<file path="config.mk">
export PLATFORM = sky130hd
export DESIGN_NAME = ahbSlaveSwitch
export DESIGN_NICKNAME = d
export VERILOG_FILES = /design/src/design/ahbSocPkg.sv /design/src/design/ahbSlaveSwitch.sv
export SDC_FILE = /design/constraint.sdc
export NUM_CORES = 1
export LEC_CHECK = 0
export ABC_AREA = 0
export BUFFER_PORTS_ARGS = -buffer_cell sky130_fd_sc_hd__buf_2
export CAP_MARGIN = 20
export CORE_AREA = 2 2 67 69
export CTS_CLUSTER_DIAMETER = 150
export DETAILED_ROUTE_END_ITERATION = 6
export DIE_AREA = 0 0 69 71
export PLACE_DENSITY = 0.84
export SLEW_MARGIN = 20
export SYNTH_ARGS = -nofsm -noshare
export SYNTH_HDL_FRONTEND = slang
export SYNTH_SLANG_ARGS = --single-unit
</file>
<file path="constraint.sdc">
create_clock -name clkAhb_i -period 2 [get_ports clkAhb_i]
set_clock_uncertainty 0.15 [all_clocks]
set_input_delay 0.2 -clock clkAhb_i [delete_from_list [all_inputs] [get_ports clkAhb_i]]
set_output_delay 0.2 -clock clkAhb_i [all_outputs]
set_load 0.005 [all_outputs]
</file>
<file path="src/design/ahbSocPkg.sv">
// Shared definitions for the AHB-Lite slave subsystem.
// Holds the bus widths, the transfer and response encodings, the
// memory map and the slave indices. Modules pull it in by a wildcard
// import in their header.

package ahbSocPkg;

  ////////////////////////////////////////////////////////////////////////////
  // Bus widths
  ////////////////////////////////////////////////////////////////////////////

  localparam int addrWidth = 32;
  localparam int dataWidth = 32;
  localparam int dataBytes = dataWidth / 8;

  // HTRANS encoding
  typedef enum logic [1:0] {
    IDLE   = 2'b00,
    BUSY   = 2'b01,
    NONSEQ = 2'b10,
    SEQ    = 2'b11
  } hTransT;

  // HSIZE encoding, only up to one bus word
  typedef enum logic [2:0] {
    BYTE = 3'b000,
    HALF = 3'b001,
    WORD = 3'b010
  } hSizeT;

  localparam logic hRespOkay  = 1'b0;
  localparam logic hRespError = 1'b1;

  ////////////////////////////////////////////////////////////////////////////
  // Memory map
  ////////////////////////////////////////////////////////////////////////////

  // RAM decodes 64 kB, holds 4 kB and repeats inside its region
  localparam logic [addrWidth-1:0] ramBase   = 32'h0011_0000;
  localparam logic [addrWidth-1:0] ramMask   = 32'hFFFF_0000;
  localparam logic [addrWidth-1:0] timerBase = 32'h0020_0000;
  localparam logic [addrWidth-1:0] timerMask = 32'hFFFF_F000;

  localparam int ramWords    = 1024;
  localparam int ramIdxWidth = $clog2(ramWords);

  // Slave ports on the switch, ERR catches everything unmapped
  localparam int numSlaves = 3;
  typedef enum logic [1:0] {
    RAM   = 2'd0,
    TIMER = 2'd1,
    ERR   = 2'd2
  } slvIdxT;

  // Timer register offsets inside its 4 kB window
  localparam int               timerOffWidth = 12;
  localparam logic [11:0]      timerCtrlOff  = 12'h000;
  localparam logic [11:0]      timerTimeOff  = 12'h004;
  localparam logic [11:0]      timerCmpOff   = 12'h008;

endpackage

</file>
<file path="src/design/ahbSlaveSwitch.sv">
// Address switch between the single AHB-Lite master and the slaves.
// The address phase is decoded combinationally against the memory map
// and turned into a one-hot select. The slave that won the accepted
// address phase owns the following data phase, and its read data,
// HREADYOUT and HRESP are returned to the master.

`timescale 1ns/100ps

module ahbSlaveSwitch
  import ahbSocPkg::*;
(
  input  logic                 clkAhb_i,
  input  logic                 rstN_i,

  // Address phase from the master
  input  logic [addrWidth-1:0] hAddr_i,
  input  hTransT               hTrans_i,

  // Slave side
  output logic [numSlaves-1:0] slvSel_o,
  input  logic [dataWidth-1:0] slvRData_i [numSlaves],
  input  logic [numSlaves-1:0] slvReadyOut_i,
  input  logic [numSlaves-1:0] slvResp_i,

  // Data phase return to the master
  output logic [dataWidth-1:0] hRData_o,
  output logic                 hReady_o,
  output logic                 hResp_o
);

  ////////////////////////////////////////////////////////////////////////////
  // Address phase decode
  ////////////////////////////////////////////////////////////////////////////

  logic   transActive;
  slvIdxT addrIdx;
  logic   ownerValid;
  slvIdxT ownerIdx;

  assign transActive = (hTrans_i == NONSEQ) || (hTrans_i == SEQ);

  always_comb begin
    if ((hAddr_i & ramMask) == ramBase) begin
      addrIdx = RAM;
    end else if ((hAddr_i & timerMask) == timerBase) begin
      addrIdx = TIMER;
    end else begin
      // Unmapped
      addrIdx = ERR;
    end
  end

  always_comb begin
    slvSel_o = '0;
    if (transActive) begin
      slvSel_o[addrIdx] = 1'b1;
    end
  end

  ////////////////////////////////////////////////////////////////////////////
  // Data phase owner
  ////////////////////////////////////////////////////////////////////////////

  // Moves only when the bus is ready, i.e. when the address is accepted
  always_ff @(posedge clkAhb_i or negedge rstN_i) begin
    if (!rstN_i) begin
      ownerValid <= 1'b0;
      ownerIdx   <= ERR;
    end else if (hReady_o) begin
      ownerValid <= transActive;
      ownerIdx   <= addrIdx;
    end
  end

  // Return multiplexer
  always_comb begin
    if (ownerValid) begin
      hRData_o = slvRData_i[ownerIdx];
      hReady_o = slvReadyOut_i[ownerIdx];
      hResp_o  = slvResp_i[ownerIdx];
    end else begin
      // No data phase in flight
      hRData_o = '0;
      hReady_o = 1'b1;
      hResp_o  = hRespOkay;
    end
  end

endmodule

</file>
==> impl_metrics.py <==
metrics = {
    "critical_path": {
        "worstSetupStartpointType": "register",
        "crit_type": "register to output pin",
        "crit_slowest_cell": "dfstp_2",
        "r2r-start": "ownerIdx[1]",
        "crit_path_max_fanout": 9,
        "crit_chain": "buf_12 > mux2i_1 > or2_0 > and3_4 > inv_2 > buf_6",
        "slowest_delay_ns": 0.65,
        "regToRegSetupSlack_ns": 0.30,
        "arrival_ns": 1.70,
        "reg2regPathDepth": 5,
        "worst_r2r_endpoint": "ownerIdx[0]",
        "cp.required_ns": 1.65,
        "endpoint_kind": "output pin",
    },
    "floorplan": {
        "rows": 24,
        "coreArea_sq_um": 4200,
        "initial_core_util_pct": 27.2,
        "die-area_sq_um": 4900,
        "die_h_um": 71,
        "ioPinCount": 175,
        "die_x_um": 69,
    },
    "sta": {
        "finalCriticalPeriod_ns": 2.05,
        "relSlewSlack_pct": 74.5,
        "rsz0062_at_grt": "yes",
        "final-setup-viol-count": 10,
        "clock.fmax_mhz": 489,
        "finalCritPeriodShare_pct": 102,
        "report.final.slew_viol_count": 0,
        "hold_viol_final": 0,
        "setup_ws_ns": -0.0453,
        "hold_ws_ns": 0.0417,
        "tightest_slew_ns": 0.381,
    },
    "place": {
        "port_buffers": 161,
        "place_hpwl_um": 3720,
        "gp_congestion": 0.802,
        "place_ws_ns": -0.249,
    },
    "grt": {
        "grt_overflow": 0,
        "grt_pass1_wl_um": 7870,
        "grtUsageMet1_pct": 20.1,
        "grtUsageTotal_pct": 19.4,
        "busiest_layer": "met2",
        "grt_pass1_vias": 1815,
        "grt_start_max_net_pins": 38,
        "grtUsageMet3_pct": 2.99,
        "use_met2_pct": 38.7,
        "antenna_found_initial": 0,
    },
    "layout": {
        "drive_gt1_share_pct": 54.9,
        "multiInputGateArea_sq_um": 1010,
        "fill_cells": 407,
        "nets": 483,
        "antenna_cells": 0,
        "seq_area_sq_um": 76.3,
        "syn2layout_area_growth_pct": 96.5,
    },
    "detailed_routing": {
        "wl_per_cell_um": 12.9,
        "dr_total_vias": 1883,
        "drtPass1Iterations": 4,
        "drc": 0,
        "ant_nets": 0,
        "vias_per_cell": 4.76,
        "drt-initial-drc-count": 49,
        "wirelength_um": 5100,
    },
    "synthesis": {
        "synth_simple_gate_area_share_pct": 38.5,
        "netlist-cell-type-count": 26,
        "avgSynthCellArea_sq_um": 6.47,
        "netlist_area_sq_um": 1140,
        "synth_adder_area_share_pct": 0,
        "synth_compound_area_share_pct": 17.0,
        "synth_nets": 315,
        "ys_async_sr_fraction_pct": 100,
        "synthCells": 177,
        "synth_edf_count": 0,
        "yosysSeqAreaShare_pct": 6.67,
        "synth_xor_xnor_area_share_pct": 0,
        "synth_top_family_by_area": "simple AND/OR/NAND/NOR gates",
        "synth_seq_cells": 3,
        "synthMuxAreaShare_pct": 29.7,
        "yosys_warnings": 0,
        "ys.flop_type": "dfrtp_1",
    },
    "pwr": {
        "switching_share_pct": 33.2,
        "comb_power_share_pct": 68.9,
        "p_seq_share_pct": 9.5,
        "p_leak_nw": 1.28,
        "p_int_mw": 0.552,
        "p_sw_mw": 0.274,
        "p_per_area_nw_per_um2": 367,
        "ir_worst_vdd_mv": 0.287,
        "clock_power_share_pct": 21.6,
    },
    "clock_tree": {
        "cts_tree": "built",
        "cts_buffer_depth": 2,
        "clock_latency_ns": 0.22,
        "htree_levels": 1,
        "clock_sinks": 3,
        "cts-root-buf": "clkbuf_8",
        "cts_made_buffers": 3,
        "clk_pin_slew_worst_paths_ns": 0.03,
    },
    "status": {
        "status": "finished, violations left",
        "violations": "negative setup slack",
    },
    "hold_path": {
        "whs_path_depth": 3,
        "min_from": "hTrans_i[1]",
        "hp-class": "primary input to register",
        "holdPathEnd": "ownerValid",
    },
    "run": {
        "drv_cap": 0,
    },
}
-- how the worst max path moves through the flow --
stage / slack (ns) / depth (start not counted) / end / from
after floorplan: 0.36 / 5 / hRData_o[11] / ownerIdx[1]
after global placement: -0.19 / 6 / hRData_o[30] / ownerIdx[0]
after detailed placement: -0.25 / 6 / hRData_o[16] / ownerIdx[0]
after CTS: -0.07 / 5 / hRData_o[10] / ownerIdx[1]
after global routing: -0.12 / 6 / hRData_o[13] / ownerIdx[1]
final: -0.05 / 6 / hReady_o / ownerIdx[1]
-- power by group through the flow --
stage | Clock [mW] | Combinational (mW) | Sequential, mW
2_1_floorplan | 0 | 0.252 | 0.0717
3_3_place_gp | 0 | 0.468 | 0.0705
3_5_place_dp | 0 | 0.483 | 0.0707
4_1_cts | 0.182 | 0.541 | 0.0745
5_1_grt | 0.182 | 0.624 | 0.0796
6_report | 0.179 | 0.569 | 0.0782
-- state kept, by name, indices dropped and copies added (netlist names) --
register and count:
ownerIdx 2, ownerValid 1
-- cells by family (layout without fill, tap and decap cells) --
kind of cell	Yosys count	in the layout
AND/OR/NAND/NOR	85	86
AO/OA/AOI/OAI	37	37
multiplexers	34	34
buffers and inverters	18	184
flip-flops	3	3
-- cell type report --
type | count | area share, %
inverter | 3 | 0.501
multi-input combinational | 157 | 44.9
tap | 52 | 2.89
timing repair buffer | 177 | 46.3
sequential | 3 | 3.39
clock buffer | 4 | 2.00
-- critical path, delay by kind of cell, from the launching register on --
kind | cells | cell delay [ns]
buffers and inverters | 3 | 0.33
flip-flops | 1 | 0.65
multiplexers | 1 | 0.18
AND/OR/NAND/NOR | 2 | 0.32
-- through the flow --
stage	setup TNS, ns	instance area [sq um]	total power, mW	cells	util (%)
floorplan	0	1140	0.323	177	-
global placement	-1.71	1970	0.538	380	47.0
detailed placement	-3.69	1970	0.554	380	47.0
CTS	-1.17	2130	0.798	389	50.7
global route	-2.07	2250	0.886	396	53.5
finish	-0.184	2250	0.826	396	53.5
-- cells in the mapped netlist (all sizes together) (2+ instances only) --
cell type / n / area, sq um
and2: 33 / 206
buf: 11 / 66.3
clkbuf: 4 / 15.0
dfrtp: 2 / 50.1
inv: 3 / 11.3
mux2i: 34 / 340
nand2: 35 / 131
nand3b: 2 / 15.0
nor2: 4 / 15.0
nor3: 2 / 10.0
nor4: 2 / 12.5
o21ai: 34 / 170
or2: 2 / 12.5
-- cells in the final DEF, fill, tap and decap left out, types with 2 or more instances in the layout --
master	netlist	final
nand3b_1	2	2
buf_2	8	160
o21ai_1	34	34
dfrtp_1	2	2
nor4_1	2	2
buf_4	2	6
nor3_1	2	2
nor2b_4	0	2
nand2_1	35	34
nor2_1	4	4
buf_12	0	3
mux2i_2	0	3
inv_1	2	2
buf_6	1	4
and2_1	33	33
clkbuf_8	0	3
mux2i_1	34	31
buf_16	0	2
-- per-layer routing --
layer  vias to the layer above  routed length (um)
li1                        936                   -
met1                       832                1820
met2                       107                2800
met3                         8                 418
met4                         0                  73
met5                         -                   0
-- timing repair --
| action | 4_1_cts | 5_1_grt |
|---|---|---|
| hold endpoints to repair | 3 | 0 |
| buffers inserted | 1 | 7 |
| pin swaps | 0 | 11 |
| hold buffers | 1 | 0 |
| gates resized for setup | 5 | 10 |
| setup endpoints to repair | 37 | 31 |
| gates cloned | 3 | 1 |
Power figures use the tool's default switching activity.
