[config.mk]
export PLATFORM = sky130hd
export DESIGN_NAME = ahbTimer
export DESIGN_NICKNAME = d
export VERILOG_FILES = /design/src/design/ahbSocPkg.sv /design/src/design/ahbTimer.sv
export SDC_FILE = /design/constraint.sdc
export NUM_CORES = 1
export LEC_CHECK = 0
export ABC_AREA = 1
export BUFFER_PORTS_ARGS = -buffer_cell sky130_fd_sc_hd__clkbuf_2
export CORE_MARGIN = 10
export CORE_UTILIZATION = 45
export DETAILED_ROUTE_END_ITERATION = 12
export MAX_ROUTING_LAYER = met4
export PLACE_DENSITY = 0.7
export SYNTH_ARGS = -nofsm -noshare
export SYNTH_HDL_FRONTEND = slang
export SYNTH_SLANG_ARGS = --single-unit
[constraint.sdc]
create_clock -name clkAhb_i -period 1.52 [get_ports clkAhb_i]
set_clock_uncertainty 0.05 [all_clocks]
set_input_delay 0.076 -clock clkAhb_i [delete_from_list [all_inputs] [get_ports clkAhb_i]]
set_output_delay 0.076 -clock clkAhb_i [all_outputs]
set_load 0.05 [all_outputs]
[src/design/ahbSocPkg.sv]
// Shared definitions for the AHB-Lite slave subsystem.
// Holds the bus widths, the transfer and response encodings, the
// memory map and the slave indices. Modules pull it in by a wildcard
// import in their header.

package ahbSocPkg;

  ////////////////////////////////////////////////////////////////////////////
  // Bus widths
  ////////////////////////////////////////////////////////////////////////////

  localparam int addrWidth = 32;
  localparam int dataWidth = 32;
  localparam int dataBytes = dataWidth / 8;

  // HTRANS encoding
  typedef enum logic [1:0] {
    IDLE   = 2'b00,
    BUSY   = 2'b01,
    NONSEQ = 2'b10,
    SEQ    = 2'b11
  } hTransT;

  // HSIZE encoding, only up to one bus word
  typedef enum logic [2:0] {
    BYTE = 3'b000,
    HALF = 3'b001,
    WORD = 3'b010
  } hSizeT;

  localparam logic hRespOkay  = 1'b0;
  localparam logic hRespError = 1'b1;

  ////////////////////////////////////////////////////////////////////////////
  // Memory map
  ////////////////////////////////////////////////////////////////////////////

  // RAM decodes 64 kB, holds 4 kB and repeats inside its region
  localparam logic [addrWidth-1:0] ramBase   = 32'h0011_0000;
  localparam logic [addrWidth-1:0] ramMask   = 32'hFFFF_0000;
  localparam logic [addrWidth-1:0] timerBase = 32'h0020_0000;
  localparam logic [addrWidth-1:0] timerMask = 32'hFFFF_F000;

  localparam int ramWords    = 1024;
  localparam int ramIdxWidth = $clog2(ramWords);

  // Slave ports on the switch, ERR catches everything unmapped
  localparam int numSlaves = 3;
  typedef enum logic [1:0] {
    RAM   = 2'd0,
    TIMER = 2'd1,
    ERR   = 2'd2
  } slvIdxT;

  // Timer register offsets inside its 4 kB window
  localparam int               timerOffWidth = 12;
  localparam logic [11:0]      timerCtrlOff  = 12'h000;
  localparam logic [11:0]      timerTimeOff  = 12'h004;
  localparam logic [11:0]      timerCmpOff   = 12'h008;

endpackage

[src/design/ahbTimer.sv]
// Machine timer slave on the AHB-Lite switch.
// Three word registers: control (bit 0 enables counting), mtime and
// mtimecmp. mtime counts every clock while enabled, and a bus write
// wins over the increment. The timer interrupt is raised, one clock
// later, while enabled and mtime has reached mtimecmp.

`timescale 1ns/100ps

module ahbTimer
  import ahbSocPkg::*;
(
  input  logic                 clkAhb_i,
  input  logic                 rstN_i,
  input  logic                 hSel_i,
  input  logic [addrWidth-1:0] hAddr_i,
  input  hTransT               hTrans_i,
  input  logic                 hWrite_i,
  input  hSizeT                hSize_i,
  input  logic [dataWidth-1:0] hWData_i,
  input  logic                 hReady_i,
  output logic [dataWidth-1:0] hRData_o,
  output logic                 hReadyOut_o,
  output logic                 hResp_o,
  output logic                 timerIrq_o
);

  logic                     addrPhase;
  logic                     wrPend;
  logic [timerOffWidth-1:0] offQ;
  logic                     regWrite;

  logic                     enable;
  logic [dataWidth-1:0]     mtime;
  logic [dataWidth-1:0]     mtimecmp;

  assign addrPhase = hSel_i && hReady_i && ((hTrans_i == NONSEQ) || (hTrans_i == SEQ));

  ////////////////////////////////////////////////////////////////////////////
  // Bus side
  ////////////////////////////////////////////////////////////////////////////

  // Sub-word writes are dropped
  always_ff @(posedge clkAhb_i or negedge rstN_i) begin
    if (!rstN_i) begin
      wrPend <= 1'b0;
    end else if (hReady_i) begin
      wrPend <= addrPhase && hWrite_i && (hSize_i == WORD);
    end
  end

  always_ff @(posedge clkAhb_i) begin
    if (addrPhase) begin
      offQ <= hAddr_i[timerOffWidth-1:0];
    end
  end

  assign regWrite = wrPend && hReady_i;

  always_comb begin
    case (offQ)
      timerCtrlOff: hRData_o = {{(dataWidth-1){1'b0}}, enable};
      timerTimeOff: hRData_o = mtime;
      timerCmpOff:  hRData_o = mtimecmp;
      default:      hRData_o = '0;
    endcase
  end

  assign hReadyOut_o = 1'b1;
  assign hResp_o     = hRespOkay;

  ////////////////////////////////////////////////////////////////////////////
  // Timer registers
  ////////////////////////////////////////////////////////////////////////////

  always_ff @(posedge clkAhb_i or negedge rstN_i) begin
    if (!rstN_i) begin
      enable     <= 1'b0;
      mtime      <= '0;
      mtimecmp   <= '1;
      timerIrq_o <= 1'b0;
    end else begin
      if (regWrite && offQ == timerCtrlOff) begin
        enable <= hWData_i[0];
      end
      if (regWrite && offQ == timerTimeOff) begin
        mtime <= hWData_i;
      end else if (enable) begin
        mtime <= mtime + 1'b1;
      end
      if (regWrite && offQ == timerCmpOff) begin
        mtimecmp <= hWData_i;
      end
      timerIrq_o <= enable && (mtime >= mtimecmp);
    end
  end

endmodule

==> qor.yml, run 1 <==
critical_path:
  critPathArrivalTime_ns: 2.26
  reg2reg_slack_ns: -0.56
  worstPathCellList: "or2_4, nor3_4, buf_6, buf_6, nand3_4, nand2_8, buf_12, o22ai_2, inv_1, nand2_1"
  cpPeakStageDelay_ns: 0.36
  end_kind: "register"
  startpoint_type: "register"
  worstPathRequired_ns: 1.70
  crit_fanout: 9
  cp_num_buf_inv: 4
  critical_path.most_common_cell: "buf_6"
  path_class: "register to register"
  path_depth: 10
  critPathSlowestCell: "edfxtp_1"
  crit_family: "simple AND/OR/NAND/NOR gates"
  reg2regPathDepth: 10
timing:
  max_freq_mhz: 481
  finalSetupViolations: 97
  hold_ws_ns: -0.00622
  rsz0062_at_grt: "true"
  hold_viol_final: 1
  finalCriticalPeriod_ns: 2.08
  fin_ws_ns: -0.559
  finalMaxSlewViolations: 0
  fin_crit_sh: 1.37
clocking:
  clk_latency_ns: 0.35
  clk_path_buf_depth: 2
  cts_tree: "built"
  path_clk_slew_ns: 0.07
  cts-buffers-inserted: 9
  clock-root-buffer: "clkbuf_16"
  htreeDepth: 3
  cts_sinks: 79
synth:
  synth_top_area_cell: "dfrtp_1"
  synth_edf_count: 12
  synth_most_common_cell: "nand2_1"
  synth-seq-cells: 79
  ys_warn_count: 0
  synthFlopType: "dfrtp_1"
  synth.area.top_cells: "dfrtp_1, nand2_1, dfstp_2"
  syn_inst: 726
  synthTopCellsByCount: "nand2_1, inv_1, nand3_1"
  syn_area_sq_um: 5270
  ys_types: 36
  synth_top_area_frac: 0.166
  syn_nets: 833
  syn_area_per_cell_sq_um: 7.26
  synth_seq_area_share: 0.394
  async_reset_ff_frac: 0.848
power_and_ir_drop:
  power_density_nw_per_um2: 500
  p_leak_nw: 4.19
  vdd_drop_max_uv: 906
  p_total_mw: 4.80
worst_hold_path:
  min_path_cells: 4
  hold_class: "primary input to register"
global_routing:
  grt_pass1_wl_microns: 31400
  grt.total_usage: 0.243
  grt_max_degree: 68
  antenna_found_initial: 0
  gr-total-overflow: 0
  grt_pass1_vias: 6256
layout:
  drive_gt1_frac: 0.465
  antennaDiodeCount: 0
  area_growth_pct: 82.3
  fin_util: 0.838
  nets: 1104
drt:
  dr_total_vias: 6403
  drtIter0Drc: 647
  wl_per_cell_microns: 19.8
  vias_per_cell: 5.59
  wl_microns: 22600
  ant_nets: 0
  drc: 0
  first_pass_iters: 5
floorplanning:
  die_y_microns: 128
  fp-row-count: 39
  start_util: 0.460
  coreArea_sq_um: 11500
  die-area_sq_um: 16400
  ios: 109
  die_x_microns: 128
run:
  cap_violations: 0
run_status:
  violations: "negative hold slack, negative setup slack"
  outcome: "finished, violations left"
placed_design:
  gp_congestion: 0.988
  io_buffers: 85
  dp_hpwl_microns: 13800
-- through the flow --
step / setup slack (ns) / cell area, sq um / setup TNS, ns / std cells
after floorplan: -0.457 / 5780 / -11.02 / 726
after global placement: -0.258 / 7770 / -12.00 / 1061
after detailed placement: -0.309 / 7770 / -14.74 / 1061
after CTS: -0.504 / 8800 / -23.08 / 1129
after global routing: -0.641 / 9610 / -44.14 / 1145
final: -0.559 / 9610 / -36.62 / 1145
-- layout make-up --
class / instances / area [sq um]
Multi-Input combinational cell: 520 / 3790
Timing Repair Buffer: 282 / 2820
Sequential cell: 79 / 2080
Fill cell: 609 / 1860
Inverter: 104 / 420
Clock buffer: 9 / 225
Tap cell: 143 / 179
Clock inverter: 7 / 83.8
Timing Repair inverter: 1 / 11.3
-- timing repair --
action	CTS	global route
buffers inserted	3	8
hold buffers	49	0
gates cloned	0	10
endpoints found under the setup margin	97	98
resized for setup	52	151
pin swaps	11	16
hold endpoints to repair	105	0
-- cells in the final DEF, fill, tap and decap left out, types with 11 or more instances in the layout --
cell type / n
nand2_1: 160
buf_4: 119
inv_1: 92
nand3_1: 56
clkbuf_2: 52
dlygate4sd3_1: 48
nand2_2: 46
buf_12: 43
nor2_1: 39
dfrtp_1: 33
dfstp_2: 32
nand2_4: 26
o22ai_4: 25
ha_1: 20
clkbuf_16: 16
nor3_1: 14
ha_4: 13
xor2_1: 12
edfxtp_1: 12
a21oi_1: 11
-- layer usage --
layer,track usage,wire [microns],up-vias
li1,-,-,2900
met1,0.311,8890,3107
met2,0.386,11300,325
met3,0.0372,1760,71
met4,0.0715,711,0
met5,-,0,-
-- cells by family after synthesis --
logic type,synth area share
AND/OR/NAND/NOR,0.307
buffers and inverters,0.101
AO/OA/AOI/OAI,0.0973
other,0.00142
adder cells (fa/ha/maj),0.0783
flip-flops,0.394
XOR/XNOR,0.0216
-- final timing paths --
kind / to / from
min in group asynchronous: wrPend / rstN_i
max: mtime[31] / offQ[1]
max reg2reg: mtime[31] / offQ[1]
min reg2reg: mtimecmp[28] / mtimecmp[28]
min: wrPend / hSize_i[0]
max in group asynchronous: mtimecmp[23] / rstN_i
-- state kept, by name (all words and copies together), names as in the netlist --
signal / cells
offQ: 12
mtimecmp: 32
enable: 1
wrPend: 1
timerIrq_o: 1
mtime: 32
-- report_power, final --
part           switching (mW)  leakage (nW)  internal [mW]
clock                    1.03         0.149           1.31
sequential            0.00754         0.896           2.17
combinational           0.142          3.14          0.150
-- worst reg2reg max path, stage by stage, from the launching register on --
cell      delay (ns)
edfxtp_1        0.36
or2_4           0.28
nor3_4          0.27
buf_6           0.15
buf_6           0.09
nand3_4         0.18
nand2_8         0.18
buf_12          0.15
o22ai_2         0.08
inv_1           0.11
nand2_1         0.07
No activity file was read; power rests on OpenSTA's default activity.
==> run 2, diff against run 1 <==
--- a/config.mk
+++ b/config.mk
@@ -8,10 +8,10 @@
 export ABC_AREA = 1
 export BUFFER_PORTS_ARGS = -buffer_cell sky130_fd_sc_hd__clkbuf_2
 export CORE_MARGIN = 10
-export CORE_UTILIZATION = 45
+export CORE_UTILIZATION = 50
 export DETAILED_ROUTE_END_ITERATION = 12
 export MAX_ROUTING_LAYER = met4
-export PLACE_DENSITY = 0.7
+export PLACE_DENSITY = 0.77
 export SYNTH_ARGS = -nofsm -noshare
 export SYNTH_HDL_FRONTEND = slang
 export SYNTH_SLANG_ARGS = --single-unit
==> run 2 against run 1 <==
Net effect: the run ends with negative setup slack left; worst setup slack lost 0.22 ns; largest power group is now sequential cells; clock-buffer cell count grew 2; hold slack gained 0.17 ns; via count grew 15%; routed wire length grew 31%; combinational power grew 13%; sequential share of layout area grew 0.50 points; flip-flop and latch count is the same; non-clock buffer count shrank 4; sequential power is essentially flat; cell count shrank 0.87%; design area shrank 2.3%; critical path type unchanged.
==> qor.yml, run 2 (synthesized netlist as in run 1, its figures left out) <==
run_status:
  outcome: "finished, violations left"
  violations: "negative setup slack"
placed_design:
  gp_congestion: 0.982
  io_buffers: 85
  placed_cells: 1054
  dp_hpwl_microns: 14300
  place_area_sq_um: 7760
drt:
  ant_nets: 0
  dr_total_vias: 7337
  wl_microns: 29600
  drc: 0
  first_pass_iters: 11
  drtIter0Drc: 1301
  wl_per_cell_microns: 26.1
  vias_per_cell: 6.46
critical_path:
  path_class: "register to register"
  cp_num_buf_inv: 3
  cpPeakStageDelay_ns: 0.40
  end_kind: "register"
  critPathSlowestCell: "edfxtp_1"
  startpoint_type: "register"
  crit_family: "simple AND/OR/NAND/NOR gates"
  worstPathRequired_ns: 1.71
  critical_path.most_common_cell: "buf_6"
  r2r_start: "offQ[1]"
  startpoint: "offQ[1]"
  worstPathCellList: "or2_4, nor3_4, buf_6, buf_6, nand3_4, nand2_8, clkinv_8, nand2_4, o211ai_1"
  critPathArrivalTime_ns: 2.49
  crit_fanout: 6
layout:
  final_cell_count_no_fill: 1135
  nets: 1101
  fillCellCount: 390
  area_growth_pct: 78.1
  final_cell_mix: "nand2_1, buf_4, inv_1"
  multi_input_area_sq_um: 3770
  drive_gt1_frac: 0.448
  final_common_cell: "nand2_1"
  reg_top3: "mtime (32), mtimecmp (32), offQ (12)"
  register_area_sq_um: 2080
  antennaDiodeCount: 0
  postLayoutCellArea_sq_um: 9390
  fin_util: 0.914
run:
  cap_violations: 0
floorplanning:
  fp-row-count: 37
  die_x_microns: 123
  die-area_sq_um: 15000
  die_y_microns: 123
  start_util: 0.513
  coreArea_sq_um: 10300
  ios: 109
timing:
  maxSlewHeadroom: 0.587
  hold_ws_ns: 0.163
  fin_ws_ns: -0.783
  fin_crit_sh: 1.52
  hold_viol_final: 0
  rsz0062_at_grt: "true"
  finalCriticalPeriod_ns: 2.30
  finalSetupViolations: 98
  max_freq_mhz: 434
  finalMaxSlewViolations: 0
  worstMarginPinSlew_ns: 0.613
clocking:
  clock-root-buffer: "clkbuf_8"
  path_clk_slew_ns: 0.10
  clk_latency_ns: 0.41
  cts_tree: "built"
  cts-buffers-inserted: 9
  clk_path_buf_depth: 2
  cts_sinks: 79
  htreeDepth: 3
global_routing:
  grt.total_usage: 0.318
  antenna_found_initial: 0
  grt_pass1_vias: 6811
  grt_pass1_wl_microns: 36200
  gr-total-overflow: 0
  grt_max_degree: 68
power_and_ir_drop:
  p_leak_nw: 4.26
  p_total_mw: 4.44
  vdd_drop_max_uv: 550
  power_density_nw_per_um2: 473
worst_hold_path:
  hold_class: "primary input to async pin"
run 2: cell types whose count changed in the layout (fill, tap and decap cells not counted), sizes merged:
cell         previous run  this run
clkbuf                 68        65
inv                   108       105
dlygate4sd3            48        49
bufinv                  1         2
clkinv                  2         3
run 2: layout make-up:
type	count	share of cell area
Timing Repair Buffer	278	0.289
Inverter	104	0.0450
Clock inverter	5	0.00866
Multi-Input combinational cell	520	0.402
Clock buffer	11	0.0140
Tap cell	136	0.0181
Sequential cell	79	0.221
Timing Repair inverter	2	0.00240
run 2: repair_timing:
| item | in CTS | in global routing |
|---|---|---|
| setup buffers | 2 | 10 |
| cloned | 0 | 4 |
| hold buffers | 49 | 0 |
| pin swaps | 8 | 38 |
| gates resized for setup | 43 | 147 |
| hold endpoints to repair | 141 | 0 |
| endpoints found under the setup margin | 97 | 99 |
run 2: worst paths after layout:
| path | to | slack [ns] | cells after the start |
|---|---|---|---|
| worst min-delay path | mtime[27] | 0.16 | 3 |
| worst max-delay path | mtime[13] | -0.78 | 9 |
| max in group asynchronous | mtimecmp[31] | 0.90 | 3 |
| min in group clkAhb_i | offQ[5] | 0.30 | 3 |
| worst min register to register | mtimecmp[24] | 0.42 | 2 |
| worst max register to register | mtime[13] | -0.78 | 9 |
run 2: report_power, final:
group / total, mW / internal [mW] / switching (mW)
Sequential: 2.18 / 2.17 / 0.00954
Combinational: 0.331 / 0.155 / 0.177
Clock: 1.93 / 0.932 / 0.998
run 2: stage by stage:
step                      TNS, ns  setup WS [ns]
final                      -48.77         -0.783
after floorplan            -11.02         -0.457
after detailed placement   -12.37         -0.305
after global routing       -52.11         -0.915
after global placement      -9.10         -0.222
after CTS                  -25.68         -0.545
run 2: worst min-delay path, cell delays in order:
cell	delay [ns]
dlygate4sd3_1	0.51
buf_2	0.12
buf_12	0.33
run 2: per-layer routing:
metal | wire [microns] | track usage | vias up
met2 | 13500 | 0.524 | 787
li1 | - | - | 2888
met4 | 2260 | 0.135 | 0
met3 | 3840 | 0.0546 | 265
met1 | 10100 | 0.375 | 3397
met5 | 0 | - | -
==> run 3, diff against run 2 <==
--- a/config.mk
+++ b/config.mk
@@ -8,10 +8,9 @@
 export ABC_AREA = 1
 export BUFFER_PORTS_ARGS = -buffer_cell sky130_fd_sc_hd__clkbuf_2
 export CORE_MARGIN = 10
-export CORE_UTILIZATION = 50
+export CORE_UTILIZATION = 40
 export DETAILED_ROUTE_END_ITERATION = 12
 export MAX_ROUTING_LAYER = met4
-export PLACE_DENSITY = 0.77
 export SYNTH_ARGS = -nofsm -noshare
 export SYNTH_HDL_FRONTEND = slang
 export SYNTH_SLANG_ARGS = --single-unit
==> run 3 against run 2 <==
Net effect: routed wire length shrank 28%; the flow still finishes with violations (negative setup slack); total power rose by 21%; sequential share of layout area shrank 1.2 points; register-to-register slack better by 0.43 ns; combinational power shrank 13%; cell count rose by 4.1%; hold slack improved by 0.064 ns; via count down 17%; clock power rose by 50%; non-clock buffer count up 8; global-route usage fell by 8.4 points; critical path type is now register to output port; first-iteration DRC count fell by 63%.
==> qor.yml, run 3 (synthesized netlist as in run 1, its figures left out) <==
placed_design:
  io_buffers: 85
  gp_congestion: 0.962
  dp_worst_setup_slack_ns: -0.371
  dp_hpwl_microns: 13700
  placed_cells: 1094
drt:
  drtIter0Drc: 486
  vias_per_cell: 5.17
  dr_total_vias: 6109
  drc: 0
  wl_per_cell_microns: 18.0
  wl_microns: 21300
  ant_nets: 0
  first_pass_iters: 5
global_routing:
  grt.total_usage: 0.234
  grt_pass1_vias: 6354
  antenna_found_initial: 0
  grt_pass1_wl_microns: 32900
  gr-total-overflow: 0
  grt_max_degree: 68
layout:
  drive_gt1_frac: 0.475
  reg_top3: "mtime (32), mtimecmp (32), offQ (12)"
  final_cell_mix: "nand2_1, buf_4, inv_1"
  nets: 1111
  final_common_cell: "nand2_1"
  fillCellCount: 839
  antennaDiodeCount: 0
  area_growth_pct: 88.3
  final_cell_count_no_fill: 1181
  fin_util: 0.777
  register_area_sq_um: 2080
  multi_input_area_sq_um: 3890
power_and_ir_drop:
  vdd_drop_max_uv: 671
  power_density_nw_per_um2: 539
  pwr-share-seq: 0.407
  clkPwrFrac: 0.540
  intPower_mw: 4.26
  p_sw_frac: 0.204
  p_leak_nw: 4.35
  p_sw_mw: 1.09
  comb_power_share: 0.054
floorplanning:
  die_x_microns: 135
  coreArea_sq_um: 12800
  die_y_microns: 135
  fp-row-count: 41
  die-area_sq_um: 18200
  ios: 109
  start_util: 0.413
timing:
  finalMaxSlewViolations: 0
  rsz0062_at_grt: "true"
  fin_ws_ns: -0.526
  finalCriticalPeriod_ns: 2.05
  max_freq_mhz: 489
  hold_viol_final: 0
  fin_crit_sh: 1.35
  finalSetupViolations: 97
clocking:
  clk_path_buf_depth: 2
  clk_latency_ns: 0.35
  cts_sinks: 79
  clock-root-buffer: "clkbuf_16"
  cts-buffers-inserted: 9
  htreeDepth: 3
  path_clk_slew_ns: 0.06
  cts_tree: "built"
critical_path:
  end_kind: "output port"
  worstPathRequired_ns: 1.39
  path_class: "register to output port"
  critPathArrivalTime_ns: 1.92
  startpoint_type: "register"
  crit_fanout: 6
worst_hold_path:
  hold_class: "primary input to async pin"
run_status:
  outcome: "finished, violations left"
  violations: "negative setup slack"
run:
  cap_violations: 0
run 3: power by group through the flow:
stage / combinational [mW] / sequential, mW / clock (mW)
6_report: 0.288 / 2.18 / 2.89
5_1_grt: 0.316 / 2.18 / 3.00
4_1_cts: 0.280 / 2.18 / 2.90
3_5_place_dp: 0.174 / 2.21 / 0
3_3_place_gp: 0.170 / 2.21 / 0
2_1_floorplan: 0.0423 / 2.21 / 0
run 3: cell type report:
type                    count  area share
well taps                 172      0.0217
clock buffers              10      0.0231
flip-flops and latches     79       0.210
inverters                 104      0.0429
repair inverters            4     0.00403
repair buffers            286       0.291
multi-input cells         520       0.392
clock inverters             6      0.0159
run 3: worst max-delay path, cell delays in order, from the launching register on:
cell	delay (ns)
edfxtp_1	0.37
nor2_1	0.12
nand2_1	0.09
nor2_4	0.17
nand3_4	0.12
buf_12	0.16
buf_16	0.15
o22ai_4	0.21
buf_12	0.16
run 3: worst paths after layout:
check | start | endpoint | slack [ns] | depth (start not counted)
max | offQ[5] | hRData_o[10] | -0.53 | 8
min | rstN_i | mtime[5] | 0.23 | 3
max reg2reg | offQ[1] | mtime[24] | -0.35 | 11
min reg2reg | mtimecmp[24] | mtimecmp[24] | 0.41 | 2
max in group asynchronous | rstN_i | mtimecmp[22] | 0.82 | 3
min in group clkAhb_i | hTrans_i[1] | offQ[1] | 0.25 | 3
run 3: layer usage:
layer | track usage | vias to the layer above | part of all wire | routed length (microns)
met1 | 0.304 | 2924 | 0.43 | 9200
met5 | - | - | 0 | 0
met2 | 0.368 | 230 | 0.48 | 10300
li1 | - | 2919 | - | -
met4 | 0.0750 | 0 | 0.021 | 449
met3 | 0.0323 | 36 | 0.064 | 1360
run 3: stage by stage:
stage | hold WS (ns) | cell area (sq um) | total power [mW] | TNS, ns
after floorplan | -0.270 | 5780 | 2.25 | -11.02
after global placement | 0.0809 | 7850 | 2.38 | -13.29
after detailed placement | 0.0830 | 7850 | 2.39 | -15.55
after CTS | 0.259 | 9570 | 5.36 | -31.12
after global routing | 0.274 | 9930 | 5.49 | -36.73
final | 0.227 | 9930 | 5.35 | -28.74
run 3: repair_timing:
| action | in CTS | in global routing |
|---|---|---|
| hold buffers | 49 | 0 |
| pin swaps | 47 | 36 |
| setup buffers | 8 | 5 |
| hold endpoints to repair | 108 | 0 |
| endpoints found under the setup margin | 97 | 98 |
| resized for setup | 147 | 69 |
| gates cloned | 8 | 2 |
